File: src/decode_pkg.sv
package decode_pkg;

    // ------------------------------------------------------------
    // basic types
    // ------------------------------------------------------------
    typedef logic [31:0] xlen_t;
    typedef logic [4:0]  reg_addr_t;

    localparam xlen_t RESET_PC = 32'h1c00_0000;

    // one-hot bit positions
    typedef logic [11:0] alu_op_t;
    localparam int ALU_ADD  = 0;
    localparam int ALU_SUB  = 1;
    localparam int ALU_SLT  = 2;
    localparam int ALU_SLTU = 3;
    localparam int ALU_AND  = 4;
    localparam int ALU_NOR  = 5;
    localparam int ALU_OR   = 6;
    localparam int ALU_XOR  = 7;
    localparam int ALU_SLL  = 8;
    localparam int ALU_SRL  = 9;
    localparam int ALU_SRA  = 10;
    localparam int ALU_LUI  = 11;

    typedef logic [7:0] mem_op_t;
    localparam int MEM_LD_B  = 0;
    localparam int MEM_LD_H  = 1;
    localparam int MEM_LD_W  = 2;
    localparam int MEM_LD_BU = 3;
    localparam int MEM_LD_HU = 4;
    localparam int MEM_ST_B  = 5;
    localparam int MEM_ST_H  = 6;
    localparam int MEM_ST_W  = 7;

    typedef enum logic [3:0] {
        BR_NONE, BR_BEQ, BR_BNE, BR_BLT, BR_BGE, BR_BLTU, BR_BGEU, BR_B, BR_BL, BR_JIRL
    } br_kind_t;

    // ------------------------------------------------------------
    // opcode fields
    // ------------------------------------------------------------
    localparam logic [5:0] OP_GRP0      = 6'h00;
    localparam logic [5:0] OP_LU12I     = 6'h05;
    localparam logic [5:0] OP_PCADDU12I = 6'h07;
    localparam logic [5:0] OP_MEM       = 6'h0a;
    localparam logic [5:0] OP_JIRL      = 6'h13;
    localparam logic [5:0] OP_B         = 6'h14;
    localparam logic [5:0] OP_BL        = 6'h15;
    localparam logic [5:0] OP_BEQ       = 6'h16;
    localparam logic [5:0] OP_BNE       = 6'h17;
    localparam logic [5:0] OP_BLT       = 6'h18;
    localparam logic [5:0] OP_BGE       = 6'h19;
    localparam logic [5:0] OP_BLTU      = 6'h1a;
    localparam logic [5:0] OP_BGEU      = 6'h1b;

    // minor opcode, group 0
    localparam logic [3:0] MIN_3R      = 4'h0;
    localparam logic [3:0] MIN_SHIFT_I = 4'h1;
    localparam logic [3:0] MIN_SLTI    = 4'h8;
    localparam logic [3:0] MIN_SLTUI   = 4'h9;
    localparam logic [3:0] MIN_ADDI    = 4'ha;
    localparam logic [3:0] MIN_ANDI    = 4'hd;
    localparam logic [3:0] MIN_ORI     = 4'he;
    localparam logic [3:0] MIN_XORI    = 4'hf;

    // minor opcode, load/store group
    localparam logic [3:0] MIN_LD_B  = 4'h0;
    localparam logic [3:0] MIN_LD_H  = 4'h1;
    localparam logic [3:0] MIN_LD_W  = 4'h2;
    localparam logic [3:0] MIN_ST_B  = 4'h4;
    localparam logic [3:0] MIN_ST_H  = 4'h5;
    localparam logic [3:0] MIN_ST_W  = 4'h6;
    localparam logic [3:0] MIN_LD_BU = 4'h8;
    localparam logic [3:0] MIN_LD_HU = 4'h9;

    // inst[21:20] selects the 3R or shift-immediate space
    localparam logic [1:0] SUB_3R      = 2'b01;
    localparam logic [1:0] SUB_SHIFT_I = 2'b00;

    localparam logic [4:0] FN_ADD  = 5'h00;
    localparam logic [4:0] FN_SUB  = 5'h02;
    localparam logic [4:0] FN_SLT  = 5'h04;
    localparam logic [4:0] FN_SLTU = 5'h05;
    localparam logic [4:0] FN_NOR  = 5'h08;
    localparam logic [4:0] FN_AND  = 5'h09;
    localparam logic [4:0] FN_OR   = 5'h0a;
    localparam logic [4:0] FN_XOR  = 5'h0b;
    localparam logic [4:0] FN_SLL  = 5'h0e;
    localparam logic [4:0] FN_SRL  = 5'h0f;
    localparam logic [4:0] FN_SRA  = 5'h10;
    localparam logic [4:0] FN_SLLI = 5'h01;
    localparam logic [4:0] FN_SRLI = 5'h09;
    localparam logic [4:0] FN_SRAI = 5'h11;

    // ------------------------------------------------------------
    // instruction word and bundles
    // ------------------------------------------------------------
    typedef struct packed {
        logic [5:0] op_hi;
        logic [3:0] op_mid;
        logic [6:0] op_lo;
        reg_addr_t  rk;
        reg_addr_t  rj;
        reg_addr_t  rd;
    } inst_reg_t;

    typedef struct packed {
        logic [5:0]  op_hi;
        logic [15:0] imm;
        reg_addr_t   rj;
        reg_addr_t   rd;
    } inst_imm_t;

    typedef union packed {
        inst_reg_t r;
        inst_imm_t i;
    } inst_word_u;

    typedef struct packed {
        alu_op_t   alu_op;
        mem_op_t   mem_op;
        logic      src1_is_pc;
        logic      src2_is_imm;
        logic      gr_we;
        logic      mem_we;
        logic      res_from_mem;
        reg_addr_t dest;
        xlen_t     imm;
    } dec_ctrl_t;

    typedef struct packed {
        logic      valid;
        logic      gr_we;
        logic      res_from_mem;
        reg_addr_t dest;
        xlen_t     value;
    } byp_src_t;

    typedef struct packed {
        dec_ctrl_t ctrl;
        xlen_t     pc;
        xlen_t     rj_value;
        xlen_t     rkd_value;
    } id_ex_t;

endpackage

File: src/inst_decoder.sv
`timescale 1ns/100ps

module inst_decoder
    import decode_pkg::*;
(
    input  inst_word_u inst,
    output dec_ctrl_t  ctrl,
    output br_kind_t   br_kind,
    output reg_addr_t  raddr1,
    output reg_addr_t  raddr2
);

    alu_op_t     alu;
    mem_op_t     mem;
    logic        need_ui5;
    logic        need_si12;
    logic        need_ui12;
    logic        need_si20;
    logic        link;
    logic        pc_rel;
    logic        hit;
    logic        src_is_rd;
    logic [11:0] i12;
    logic [19:0] i20;

    assign i12 = inst.i.imm[11:0];
    assign i20 = {inst.i.imm[14:0], inst.i.rj};

    always_comb begin
        alu       = '0;
        mem       = '0;
        need_ui5  = 1'b0;
        need_si12 = 1'b0;
        need_ui12 = 1'b0;
        need_si20 = 1'b0;
        link      = 1'b0;
        pc_rel    = 1'b0;
        br_kind   = BR_NONE;
        case (inst.r.op_hi)
            OP_GRP0: begin
                case (inst.r.op_mid)
                    MIN_3R: begin
                        if (inst.r.op_lo[6:5] == SUB_3R) begin
                            case (inst.r.op_lo[4:0])
                                FN_ADD:  alu[ALU_ADD]  = 1'b1;
                                FN_SUB:  alu[ALU_SUB]  = 1'b1;
                                FN_SLT:  alu[ALU_SLT]  = 1'b1;
                                FN_SLTU: alu[ALU_SLTU] = 1'b1;
                                FN_NOR:  alu[ALU_NOR]  = 1'b1;
                                FN_AND:  alu[ALU_AND]  = 1'b1;
                                FN_OR:   alu[ALU_OR]   = 1'b1;
                                FN_XOR:  alu[ALU_XOR]  = 1'b1;
                                FN_SLL:  alu[ALU_SLL]  = 1'b1;
                                FN_SRL:  alu[ALU_SRL]  = 1'b1;
                                FN_SRA:  alu[ALU_SRA]  = 1'b1;
                                default: alu = '0;
                            endcase
                        end
                    end
                    MIN_SHIFT_I: begin
                        need_ui5 = 1'b1;
                        if (inst.r.op_lo[6:5] == SUB_SHIFT_I) begin
                            case (inst.r.op_lo[4:0])
                                FN_SLLI: alu[ALU_SLL] = 1'b1;
                                FN_SRLI: alu[ALU_SRL] = 1'b1;
                                FN_SRAI: alu[ALU_SRA] = 1'b1;
                                default: alu = '0;
                            endcase
                        end
                    end
                    MIN_SLTI:  {alu[ALU_SLT], need_si12}  = 2'b11;
                    MIN_SLTUI: {alu[ALU_SLTU], need_si12} = 2'b11;
                    MIN_ADDI:  {alu[ALU_ADD], need_si12}  = 2'b11;
                    MIN_ANDI:  {alu[ALU_AND], need_ui12}  = 2'b11;
                    MIN_ORI:   {alu[ALU_OR], need_ui12}   = 2'b11;
                    MIN_XORI:  {alu[ALU_XOR], need_ui12}  = 2'b11;
                    default:   alu = '0;
                endcase
            end
            OP_LU12I: begin
                // inst[25] set is another encoding
                if (!inst.i.imm[15]) begin
                    alu[ALU_LUI] = 1'b1;
                    need_si20    = 1'b1;
                end
            end
            OP_PCADDU12I: begin
                alu[ALU_ADD] = 1'b1;
                need_si20    = 1'b1;
                pc_rel       = 1'b1;
            end
            OP_MEM: begin
                // address is rj + si12 for the whole group
                alu[ALU_ADD] = 1'b1;
                need_si12    = 1'b1;
                case (inst.r.op_mid)
                    MIN_LD_B:  mem[MEM_LD_B]  = 1'b1;
                    MIN_LD_H:  mem[MEM_LD_H]  = 1'b1;
                    MIN_LD_W:  mem[MEM_LD_W]  = 1'b1;
                    MIN_LD_BU: mem[MEM_LD_BU] = 1'b1;
                    MIN_LD_HU: mem[MEM_LD_HU] = 1'b1;
                    MIN_ST_B:  mem[MEM_ST_B]  = 1'b1;
                    MIN_ST_H:  mem[MEM_ST_H]  = 1'b1;
                    MIN_ST_W:  mem[MEM_ST_W]  = 1'b1;
                    default:   alu = '0;
                endcase
            end
            OP_JIRL: begin
                alu[ALU_ADD] = 1'b1;
                link         = 1'b1;
                br_kind      = BR_JIRL;
            end
            OP_BL: begin
                alu[ALU_ADD] = 1'b1;
                link         = 1'b1;
                br_kind      = BR_BL;
            end
            OP_B:    br_kind = BR_B;
            OP_BEQ:  br_kind = BR_BEQ;
            OP_BNE:  br_kind = BR_BNE;
            OP_BLT:  br_kind = BR_BLT;
            OP_BGE:  br_kind = BR_BGE;
            OP_BLTU: br_kind = BR_BLTU;
            OP_BGEU: br_kind = BR_BGEU;
            default: br_kind = BR_NONE;
        endcase
    end

    assign hit       = (|alu) | (|mem) | (br_kind != BR_NONE);
    assign src_is_rd = mem[MEM_ST_B] | mem[MEM_ST_H] | mem[MEM_ST_W]
                     | (br_kind inside {BR_BEQ, BR_BNE, BR_BLT, BR_BGE, BR_BLTU, BR_BGEU});

    always_comb begin
        ctrl = '0;
        if (hit) begin
            ctrl.alu_op       = alu;
            ctrl.mem_op       = mem;
            ctrl.src1_is_pc   = link | pc_rel;
            ctrl.src2_is_imm  = need_ui5 | need_si12 | need_ui12 | need_si20 | link;
            ctrl.res_from_mem = mem[MEM_LD_B] | mem[MEM_LD_H] | mem[MEM_LD_W]
                              | mem[MEM_LD_BU] | mem[MEM_LD_HU];
            ctrl.mem_we       = mem[MEM_ST_B] | mem[MEM_ST_H] | mem[MEM_ST_W];
            // every writer drives some alu op, stores are the exception
            ctrl.gr_we        = (|alu) & ~ctrl.mem_we;
            ctrl.dest         = (br_kind == BR_BL) ? 5'd1 : inst.r.rd;
            if (link) begin
                ctrl.imm = 32'd4;
            end else if (need_si20) begin
                ctrl.imm = {i20, 12'b0};
            end else if (need_ui12) begin
                ctrl.imm = {20'b0, i12};
            end else if (need_ui5) begin
                ctrl.imm = {27'b0, inst.r.rk};
            end else if (need_si12) begin
                ctrl.imm = {{20{i12[11]}}, i12};
            end
        end
    end

    assign raddr1 = inst.r.rj;
    assign raddr2 = src_is_rd ? inst.r.rd : inst.r.rk;

endmodule

File: src/reg_file.sv
`timescale 1ns/100ps

module reg_file
    import decode_pkg::*;
(
    input  logic      clk,
    input  logic      rst,
    input  reg_addr_t raddr1,
    input  reg_addr_t raddr2,
    output xlen_t     rdata1,
    output xlen_t     rdata2,
    input  byp_src_t  wb
);

    // r0 has no storage
    xlen_t regs [1:31];
    logic  we;

    assign we = wb.valid & wb.gr_we & (wb.dest != '0);

    always_ff @(posedge clk) begin
        if (rst) begin
            for (int i = 1; i < 32; i++) begin
                regs[i] <= '0;
            end
        end else if (we) begin
            regs[wb.dest] <= wb.value;
        end
    end

    assign rdata1 = (raddr1 == '0) ? '0 : regs[raddr1];
    assign rdata2 = (raddr2 == '0) ? '0 : regs[raddr2];

endmodule

File: src/operand_bypass.sv
`timescale 1ns/100ps

module operand_bypass
    import decode_pkg::*;
(
    input  logic      in_valid,
    input  reg_addr_t raddr1,
    input  reg_addr_t raddr2,
    input  logic      use1,
    input  logic      use2,
    input  xlen_t     rdata1,
    input  xlen_t     rdata2,
    input  byp_src_t  ex_byp,
    input  byp_src_t  mem_byp,
    input  byp_src_t  wb_byp,
    output xlen_t     rj_value,
    output xlen_t     rkd_value,
    output logic      stall
);

    // producer writes this register, r0 never matches
    function automatic logic src_hit(byp_src_t s, reg_addr_t a);
        return s.valid && s.gr_we && (s.dest != '0) && (s.dest == a);
    endfunction

    function automatic logic load_hit(byp_src_t s, reg_addr_t a);
        return src_hit(s, a) && s.res_from_mem;
    endfunction

    // EX before MEM before WB, loads in EX/MEM have no value yet
    function automatic xlen_t pick(reg_addr_t a, xlen_t rf, byp_src_t ex,
                                   byp_src_t mem, byp_src_t wb);
        if (src_hit(ex, a) && !ex.res_from_mem) begin
            return ex.value;
        end else if (src_hit(mem, a) && !mem.res_from_mem) begin
            return mem.value;
        end else if (src_hit(wb, a)) begin
            return wb.value;
        end
        return rf;
    endfunction

    assign rj_value  = pick(raddr1, rdata1, ex_byp, mem_byp, wb_byp);
    assign rkd_value = pick(raddr2, rdata2, ex_byp, mem_byp, wb_byp);

    // load-use
    assign stall = in_valid & (
        (use1 & (load_hit(ex_byp, raddr1) | load_hit(mem_byp, raddr1))) |
        (use2 & (load_hit(ex_byp, raddr2) | load_hit(mem_byp, raddr2)))
    );

endmodule

File: src/branch_unit.sv
`timescale 1ns/100ps

module branch_unit
    import decode_pkg::*;
(
    input  br_kind_t    br_kind,
    input  xlen_t       pc,
    input  xlen_t       rj_value,
    input  xlen_t       rkd_value,
    input  logic [15:0] offs16,
    input  logic [25:0] offs26,
    output logic        taken,
    output xlen_t       target
);

    logic  eq;
    logic  lt;
    logic  ltu;
    xlen_t offs_s16;
    xlen_t offs_s26;

    assign eq  = (rj_value == rkd_value);
    assign lt  = ($signed(rj_value) < $signed(rkd_value));
    assign ltu = (rj_value < rkd_value);

    // word offsets
    assign offs_s16 = {{14{offs16[15]}}, offs16, 2'b00};
    assign offs_s26 = {{4{offs26[25]}}, offs26, 2'b00};

    always_comb begin
        case (br_kind)
            BR_BEQ:  taken = eq;
            BR_BNE:  taken = ~eq;
            BR_BLT:  taken = lt;
            BR_BGE:  taken = ~lt;
            BR_BLTU: taken = ltu;
            BR_BGEU: taken = ~ltu;
            BR_B, BR_BL, BR_JIRL: taken = 1'b1;
            default: taken = 1'b0;
        endcase
    end

    always_comb begin
        case (br_kind)
            BR_NONE: target = '0;
            BR_JIRL: target = rj_value + offs_s16;
            BR_B, BR_BL: target = pc + offs_s26;
            default: target = pc + offs_s16;
        endcase
    end

endmodule

File: src/decode_stage.sv
`timescale 1ns/100ps

module decode_stage
    import decode_pkg::*;
(
    input  logic       clk,
    input  logic       rst,

    input  logic       in_valid,
    output logic       in_ready,
    input  inst_word_u inst,
    input  xlen_t      pc,

    output logic       out_valid,
    input  logic       out_ready,
    output id_ex_t     out,

    input  xlen_t      ex_result,
    input  byp_src_t   mem_byp,
    input  byp_src_t   wb_byp,

    output logic       br_taken,
    output xlen_t      br_target
);

    dec_ctrl_t ctrl;
    br_kind_t  br_kind;
    reg_addr_t raddr1;
    reg_addr_t raddr2;
    xlen_t     rdata1;
    xlen_t     rdata2;
    xlen_t     rj_value;
    xlen_t     rkd_value;
    byp_src_t  ex_byp;
    logic      stall;
    logic      accept;
    logic      taken;
    xlen_t     target;

    // ------------------------------------------------------------
    // decode, register read, forwarding
    // ------------------------------------------------------------
    inst_decoder u_dec (
        .inst    (inst),
        .ctrl    (ctrl),
        .br_kind (br_kind),
        .raddr1  (raddr1),
        .raddr2  (raddr2)
    );

    reg_file u_rf (
        .clk    (clk),
        .rst    (rst),
        .raddr1 (raddr1),
        .raddr2 (raddr2),
        .rdata1 (rdata1),
        .rdata2 (rdata2),
        .wb     (wb_byp)
    );

    // EX stage is whatever sits in our output register
    assign ex_byp = '{valid:        out_valid,
                      gr_we:        out.ctrl.gr_we,
                      res_from_mem: out.ctrl.res_from_mem,
                      dest:         out.ctrl.dest,
                      value:        ex_result};

    operand_bypass u_byp (
        .in_valid  (in_valid),
        .raddr1    (raddr1),
        .raddr2    (raddr2),
        .use1      (~ctrl.src1_is_pc),
        .use2      (~ctrl.src2_is_imm),
        .rdata1    (rdata1),
        .rdata2    (rdata2),
        .ex_byp    (ex_byp),
        .mem_byp   (mem_byp),
        .wb_byp    (wb_byp),
        .rj_value  (rj_value),
        .rkd_value (rkd_value),
        .stall     (stall)
    );

    branch_unit u_br (
        .br_kind   (br_kind),
        .pc        (pc),
        .rj_value  (rj_value),
        .rkd_value (rkd_value),
        .offs16    (inst.i.imm),
        .offs26    ({inst.i.rj, inst.i.rd, inst.i.imm}),
        .taken     (taken),
        .target    (target)
    );

    // ------------------------------------------------------------
    // handshake and output register
    // ------------------------------------------------------------
    assign in_ready = ~rst & (~in_valid | (out_ready & ~stall));
    assign accept   = in_valid & in_ready;

    // redirect only counts in the accept cycle
    assign br_taken  = accept & taken;
    assign br_target = accept ? target : '0;

    always_ff @(posedge clk) begin
        if (rst) begin
            out_valid <= 1'b0;
        end else if (out_ready) begin
            out_valid <= in_valid & ~stall;
        end
    end

    always_ff @(posedge clk) begin
        if (rst) begin
            out <= '{ctrl: '0, pc: RESET_PC, rj_value: '0, rkd_value: '0};
        end else if (accept) begin
            out <= '{ctrl: ctrl, pc: pc, rj_value: rj_value, rkd_value: rkd_value};
        end
    end

endmodule

File: config.mk
export PLATFORM = sky130hd
export DESIGN_NAME = decode_stage
export DESIGN_NICKNAME = d
export VERILOG_FILES = /design/src/decode_pkg.sv /design/src/inst_decoder.sv /design/src/reg_file.sv /design/src/operand_bypass.sv /design/src/branch_unit.sv /design/src/decode_stage.sv
export SDC_FILE = /design/constraint.sdc
export NUM_CORES = 2
export LEC_CHECK = 0
export BUFFER_PORTS_ARGS = -buffer_cell sky130_fd_sc_hd__buf_2
export CAP_MARGIN = 20
export CELL_PAD_IN_SITES_DETAIL_PLACEMENT = 1
export CELL_PAD_IN_SITES_GLOBAL_PLACEMENT = 2
export CORE_MARGIN = 10
export CORE_UTILIZATION = 44
export DETAILED_ROUTE_END_ITERATION = 16
export PLACE_DENSITY_LB_ADDON = 0.1
export REMOVE_ABC_BUFFERS = 1
export SLEW_MARGIN = 20
export SYNTH_ARGS = -nofsm -noshare
export SYNTH_HDL_FRONTEND = slang
export SYNTH_SLANG_ARGS = --single-unit
export TNS_END_PERCENT = 100
File: constraint.sdc
create_clock -name clk -period 7.5 [get_ports clk]
set_input_delay 0.375 -clock clk [delete_from_list [all_inputs] [get_ports clk]]
set_output_delay 0.375 -clock clk [all_outputs]
set_load 0.005 [all_outputs]
Yosys cells after proc, flatten, opt, wreduce, memory -nomap -nowiden
Memory sizes are Yosys's and may differ from the RTL's.
Index checks and enable logic that the tools add are counted.
{"block": "totals", "ff_bits": 159, "mem_bits_rw": 992, "in_bits": 180, "out_inout_bits": 193, "memories": 1}
{"block": "op_classes", "n_addsub": 3, "magnitude_cmp": 2, "n_eq_ne": 52, "muxes": 82, "bitwise": 38, "n_reduce_logical": 44}
{"memory": "u_rf.regs", "depth": 31, "word_bits": 32, "read_ports": 2, "rd_clocked_by_memory_dff": 0, "write_ports": 31, "line": "reg_file.sv:16", "source": "xlen_t regs [1:31];"}
{"cell": "$mux W32", "count": 17}
{"cell": "$add A32 B32 Y32", "count": 3}
{"cell": "$pmux W32 S3", "count": 1}
{"cell": "$lt A32 B32 Y1", "count": 2}
{"cell": "$mux W62", "count": 1}
{"cell": "$eq A6 B5 Y1 const B", "count": 9}
{"cell": "$mux W1", "count": 41}
{"cell": "$pmux W4 S9", "count": 1}
{"cell": "$eq A32 B32 Y1", "count": 1}
{"cell": "$eq A4 B4 Y1 const B", "count": 8}
{"cell": "$reduce_or A32 Y1", "count": 1}
{"cell": "$eq A5 B4 Y1 const B", "count": 6}
{"cell": "$eq A5 B5 Y1", "count": 6}
{"cell": "$eq A4 B3 Y1 const B", "count": 7}
{"cell": "$pmux W1 S3", "count": 8}
{"cell": "$mux W11", "count": 2}
{"cell": "$logic_and A1 B1 Y1", "count": 20}
{"cell": "$pmux W10 S2", "count": 1}
{"cell": "$or A1 B1 Y1", "count": 18}
{"cell": "$reduce_or A8 Y1", "count": 2}
{"cell": "$logic_not A5 Y1", "count": 3}
{"cell": "$mux W5", "count": 3}
{"cell": "$reduce_bool A5 Y1", "count": 3}
{"cell": "$eq A4 B2 Y1 const B", "count": 3}
{"cell": "23 further kinds", "count": 54}

Logic depth before layout (Yosys ltp)
{"block": "logic_depth", "ltp_word": 20, "mapped_depth": 26}

Modules after synthesis
A second synthesis with hierarchy kept.
{"block": "hier_totals", "cells_unflattened": 5502, "area_unflattened_um2": 70101.0}
{"module": "reg_file", "instances": 1, "cells_each": 3508, "area_per_inst_um2": 54208.2, "seq_area_each_um2": 30749.5}
{"module": "decode_stage", "instances": 1, "cells_each": 730, "area_per_inst_um2": 7365.8, "seq_area_each_um2": 3183.1}
{"module": "branch_unit", "instances": 1, "cells_each": 587, "area_per_inst_um2": 4345.4, "seq_area_each_um2": 0.0}
{"module": "operand_bypass", "instances": 1, "cells_each": 455, "area_per_inst_um2": 2683.8, "seq_area_each_um2": 0.0}
{"module": "inst_decoder", "instances": 1, "cells_each": 222, "area_per_inst_um2": 1497.7, "seq_area_each_um2": 0.0}

Worst setup path after synthesis
Ideal clock, no wire load.
{"block": "synth_path", "path_type": "input -> output", "start": "input inst[5] in the netlist's numbering", "end": "output br_target[30]", "arrival_ns": 5.079, "setup_slack_ns": 2.046, "stages": 23, "cell_sequence": "clkbuf_1 -> clkbuf_1 -> clkbuf_1 -> or2_2 -> nor4_1 -> or2_2 -> clkbuf_1 -> clkbuf_1 -> o211ai_1 -> o21ai_0 -> a21oi_1 -> ha_1 -> inv_1 -> fa_1 -> nor2b_1 -> o31ai_1 -> a2bb2oi_1 -> a211oi_1 -> or3_1 -> a21oi_1 -> nand3_1 -> a211o_1 -> a31oi_1"}
{"block": "synth_via", "elab_cells_between_ends": 32, "cone_classes": "add/sub: 2; eq/ne: 3; mux: 9; bitwise: 9; reduce/logical: 8; memory: 1"}
{"element": "from (decl)", "line": "decode_stage.sv:11", "source": "input inst_word_u inst,"}
{"element": "branches (longest 5 deep; another with $mem_v2 Z31 W32)"}
{"element": "$mux W32 (*)", "line": "operand_bypass.sv:40", "source": "return rf;"}
{"element": "named net rj_value[2]", "line": "decode_stage.sv:32", "source": "xlen_t rj_value;"}
{"element": "$add A32 B32 Y32 (*)", "line": "branch_unit.sv:46", "source": "BR_JIRL: target = rj_value + offs_s16;"}
{"element": "$pmux W32 S3 (*)", "line": "branch_unit.sv:44", "source": "case (br_kind)"}
{"element": "$mux W32 (*)", "line": "decode_stage.sv:103", "source": "assign br_target = accept ? target : '0;"}
{"element": "to (decl)", "line": "decode_stage.sv:23", "source": "output xlen_t br_target"}
Mark *: on every way through the listed nets, which the timed path passes.

Worst setup path in the final report
{"block": "layout_path", "start": "input inst[5] in the netlist's numbering", "end": "output br_taken"}
{"block": "layout_via", "elab_cells_between_ends": 36, "cone_classes": "order compare: 2; eq/ne: 4; mux: 8; bitwise: 13; reduce/logical: 8; memory: 1"}
{"element": "branches (longest 5 deep; another with $mem_v2 Z31 W32)"}
{"element": "$mux W32 (*)", "line": "operand_bypass.sv:40"}
{"element": "named net rj_value[10]", "line": "decode_stage.sv:32"}
{"element": "$lt A32 B32 Y1 (tied with other cells)", "line": "branch_unit.sv:24", "source": "assign ltu = (rj_value < rkd_value);"}
{"element": "$not A1 Y1 (on tied branches)", "line": "branch_unit.sv:37, branch_unit.sv:33, branch_unit.sv:35"}
{"element": "$pmux W1 S7 (*)", "line": "branch_unit.sv:31", "source": "case (br_kind)"}
{"element": "$and A1 B1 Y1 (*)", "line": "decode_stage.sv:102", "source": "assign br_taken = accept & taken;"}
{"element": "to (decl)", "line": "decode_stage.sv:22", "source": "output logic br_taken,"}
Marks and branches as above.

==> load_flow_metrics.sql <==
INSERT INTO impl_metrics (metric_group, metric, value, unit) VALUES
('outcome', 'run_status', 'complete, but fails checks', ''),
('outcome', 'violations', 'negative setup slack', ''),
('die', 'io_pins', '373', ''),
('setup_path', 'timing.critical_path.arrival', '7200', 'ps'),
('sta', 'worst_clock_skew', '31.8', 'ps'),
('global_route', 'grt_overflow', '0', ''),
('job', 'max_cap_viol_count', '0', ''),
('setup_path', 'worst_r2r_endpoint', 'out[123]', ''),
('clocking', 'clk_latency', '840', 'ps'),
('final_layout', 'layout-drive-gt1-share', '17.6', '%'),
('place', 'port_buffers', '371', ''),
('die', 'die_boundary_width', '444', 'microns'),
('route', 'initialDrtViolationCount', '12100', ''),
('sta', 'slew_violations', '0', ''),
('clocking', 'cts_tree', 'yes', ''),
('logic_synthesis', 'synth.ff_latch_count', '1183', ''),
('logic_synthesis', 'netlist-cell-type-count', '97', ''),
('final_layout', 'syn_to_final_growth', '14.8', '%'),
('sta', 'layout_min_cycle_time', '7580', 'ps'),
('clocking', 'htreeDepth', '4', ''),
('logic_synthesis', 'synth_edf_count', '1024', ''),
('sta', 'finalHoldViolCount', '0', ''),
('clocking', 'clock_pin_slew_on_the_worst_setup_and_hold_paths', '60', 'ps'),
('sta', 'timing.final.setup_violations', '1', ''),
('pwr', 'ir_worst_vdd', '0.215', 'mV'),
('setup_path', 'start_kind', 'input pin', ''),
('hold_path', 'min_path_type', 'in -> reg', ''),
('hold_path', 'hold_depth', '3', ''),
('place', 'gpl.final_weighted_congestion', '0.940', ''),
('logic_synthesis', 'dominantRegCellSynth', 'edfxtp_1', ''),
('global_route', 'grt_start_max_net_pins', '133', ''),
('route', 'detail-route-antenna-nets', '0', ''),
('die', 'die-height', '444', 'microns'),
('sta', 'max_freq', '132', 'MHz'),
('setup_path', 'worst-path-max-fanout', '17', ''),
('setup_path', 'slowest_stage', 'a21oi_1', ''),
('setup_path', 'longest_individual_stage_delay_on_the_worst_path', '850', 'ps'),
('sta', 'slew_at_the_pin_closest_to_its_max_slew_limit', '1310', 'ps'),
('pwr', 'cellLeakagePower', '32.1', 'nW'),
('logic_synthesis', 'netlist.area_leader.share', '38.8', '%'),
('clocking', 'cts_num_sinks', '1183', ''),
('die', 'floorplan.core_area', '0.179', 'sq mm'),
('sta', 'setup_ws', '-79.8', 'ps'),
('route', 'vias_per_cell', '7.28', ''),
('sta', 'fraction_of_the_cycle_the_final_worst_path_needs', '101', '%'),
('global_route', 'grt_antenna_before_repair', '44', ''),
('pwr', 'overall_power', '0.0191', 'W'),
('logic_synthesis', 'netlist_area_before_placement', '0.0793', 'sq mm'),
('logic_synthesis', 'synth_largest_area_cell', 'edfxtp_1', ''),
('sta', 'max_slew_headroom_at_the_worst_pin', '12.4', '%'),
('logic_synthesis', 'postSynth.asyncResetShare', '0', '%'),
('logic_synthesis', 'yosys_warnings', '0', ''),
('setup_path', 'crit_path_cell_trace', 'dlygate4sd3_1 -> buf_8 -> or2_2 -> nor4_2 -> buf_4 -> or2_2 -> buf_4 -> o211ai_1 -> o21ai_0 -> a21oi_1 -> ha_1 -> nand2_1 -> nor4_1 -> nand4_1 -> buf_4 -> nor2_1 -> o31a_2 -> nor4b_4 -> a41o_1 -> nand3_1 -> a31oi_1 -> buf_2', ''),
('route', 'wirelength', '426', 'mm'),
('die', 'initial_utilization', '44.3', '%'),
('die', 'design.die.area', '0.198', 'sq mm'),
('global_route', 'track_usage', '41.3', '%'),
('hold_path', 'hold_path_startpoint', 'inst[16]', ''),
('setup_path', 'worst_r2r_startpoint', 'out[132]', ''),
('route', 'remaining_drcs', '0', ''),
('setup_path', 'reg2reg_slack', '3090', 'ps'),
('route', 'via_count', '80400', ''),
('sta', 'tns', '-79.8', 'ps'),
('logic_synthesis', 'synth_top_area_cells', 'edfxtp_1 39%, mux4_2 9.0%, nand2_1 7.2%', ''),
('global_route', 'grt_first_pass_wirelength', '596', 'mm'),
('pwr', 'powerDensity', '209', 'mW/mm^2'),
('final_layout', 'final_nets', '8761', ''),
('route', 'post_drt_wl_per_cell', '38.6', 'microns'),
('setup_path', 'cpMostUsedCell', 'buf_4', ''),
('setup_path', 'cp.required', '7120', 'ps'),
('place', 'post_detailed_placement_half_perimeter_wirelength', '262', 'mm');
-- area by class of cell --
class	instances	area [sq um]	share of cell area, %
multi-input combinational	6242	42400	46.6
sequential	1183	33900	37.3
timing repair buffer	878	6770	7.44
clock buffer	196	4020	4.42
tap	2355	2950	3.24
clock inverter	69	611	0.671
antenna	75	188	0.206
inverter	38	159	0.175
-- worst max-delay path, delay by kind of cell --
kind,cells,cell delay [ps]
compound gates,6,2300
buf+inv,6,1940
fa+ha+maj,1,400
simple gates,9,2140
-- cells in the final DEF, fill, tap and decap left out, types with 52 or more instances in the layout --
master and instances:
a211oi_1 474, a21oi_1 388, a22oi_1 374, a311oi_1 57, a31oi_1 66, and2_1 753
buf_12 67, buf_2 363, buf_4 386, clkbuf_16 152, dfxtp_1 159, diode_2 75
dlygate4sd3_1 52, edfxtp_1 1024, ha_1 90, mux4_2 317, nand2_1 1527, nand3_1 311
nand4_1 53, nor2_1 143, nor3_1 335, nor4_1 82, o211ai_1 182, o21ai_0 260
o22ai_1 156
-- registers in the layout, summed over array words and instances (netlist names) --
| register | count |
|---|---|
| u_rf.regs | 1024 |
| out_valid | 1 |
| out | 158 |
-- layer usage --
metal	GRT usage [%]	wire length [microns]	vias up
met1	51.1	155000	40600
met2	60.9	184000	6334
met5	0	133	-
met4	28.7	31800	20
li1	-	-	31900
met3	13.4	55800	1546
-- how the worst max path moves through the flow --
stage                        start       endpoint  slack, ps  cells past startpoint
after detailed placement  inst[26]       br_taken       -460                     26
after CTS                 inst[29]       br_taken          8                     28
final                      inst[5]       br_taken        -80                     22
after global routing       inst[5]  br_target[31]         -5                     21
after floorplan           inst[29]       br_taken     -17710                      9
after global placement    inst[29]       br_taken       -680                     25
-- cells in the mapped netlist, types with 36 or more instances --
master / number
nand2_1: 1530
edfxtp_1: 1024
clkbuf_1: 790
and2_1: 754
a211oi_1: 475
a21oi_1: 391
a22oi_1: 374
nor3_1: 337
nand3_1: 321
mux4_2: 317
o21ai_0: 291
o211ai_1: 182
nor2_1: 177
dfxtp_1: 159
o22ai_1: 157
nor4_1: 93
ha_1: 90
buf_2: 89
buf_1: 85
a31oi_1: 66
a311oi_1: 57
nand4_1: 53
nand2b_1: 52
mux2i_1: 49
xnor2_1: 45
inv_1: 36
-- report_power, final --
part	switching [W]	internal, W
Clock	0.00311	0.00404
Combinational	0.00273	0.00140
Sequential	0.000275	0.00749
-- per-stage QoR --
stage | utilization, % | hold slack [ps] | instances | setup WS (ps) | instance area (sq um)
2_1_floorplan | - | 443 | 7461 | -17710 | 75500
6_report | 50.9 | 52.8 | 11000 | -79.8 | 91000
4_1_cts | 50.7 | 2.20 | 10900 | 8.03 | 90600
5_1_grt | 50.8 | 33.9 | 11000 | -4.53 | 90900
3_3_place_gp | 47.7 | 441 | 10600 | -676 | 85300
3_5_place_dp | 47.8 | 449 | 10600 | -458 | 85400
-- cells by family after synthesis --
family,Yosys count,synth area share (%)
AOI/OAI and AO/OA,2232,19.2
other,1,0.00473
DFF,1183,42.8
adders and majority gates,92,1.47
and+or+nand+nor,3452,21.1
xor gates and xnor gates,63,0.696
buffers and inverters,1023,5.10
muxes,369,9.67
-- repair_timing --
item	CTS	global route
endpoints found under the hold margin	61	0
hold buffers	52	0
gates cloned	0	2
setup endpoints to repair	1	9
resized for setup	4	10
pin swaps	1	5
buffers inserted	0	11
(Power assumes the default switching activity.)
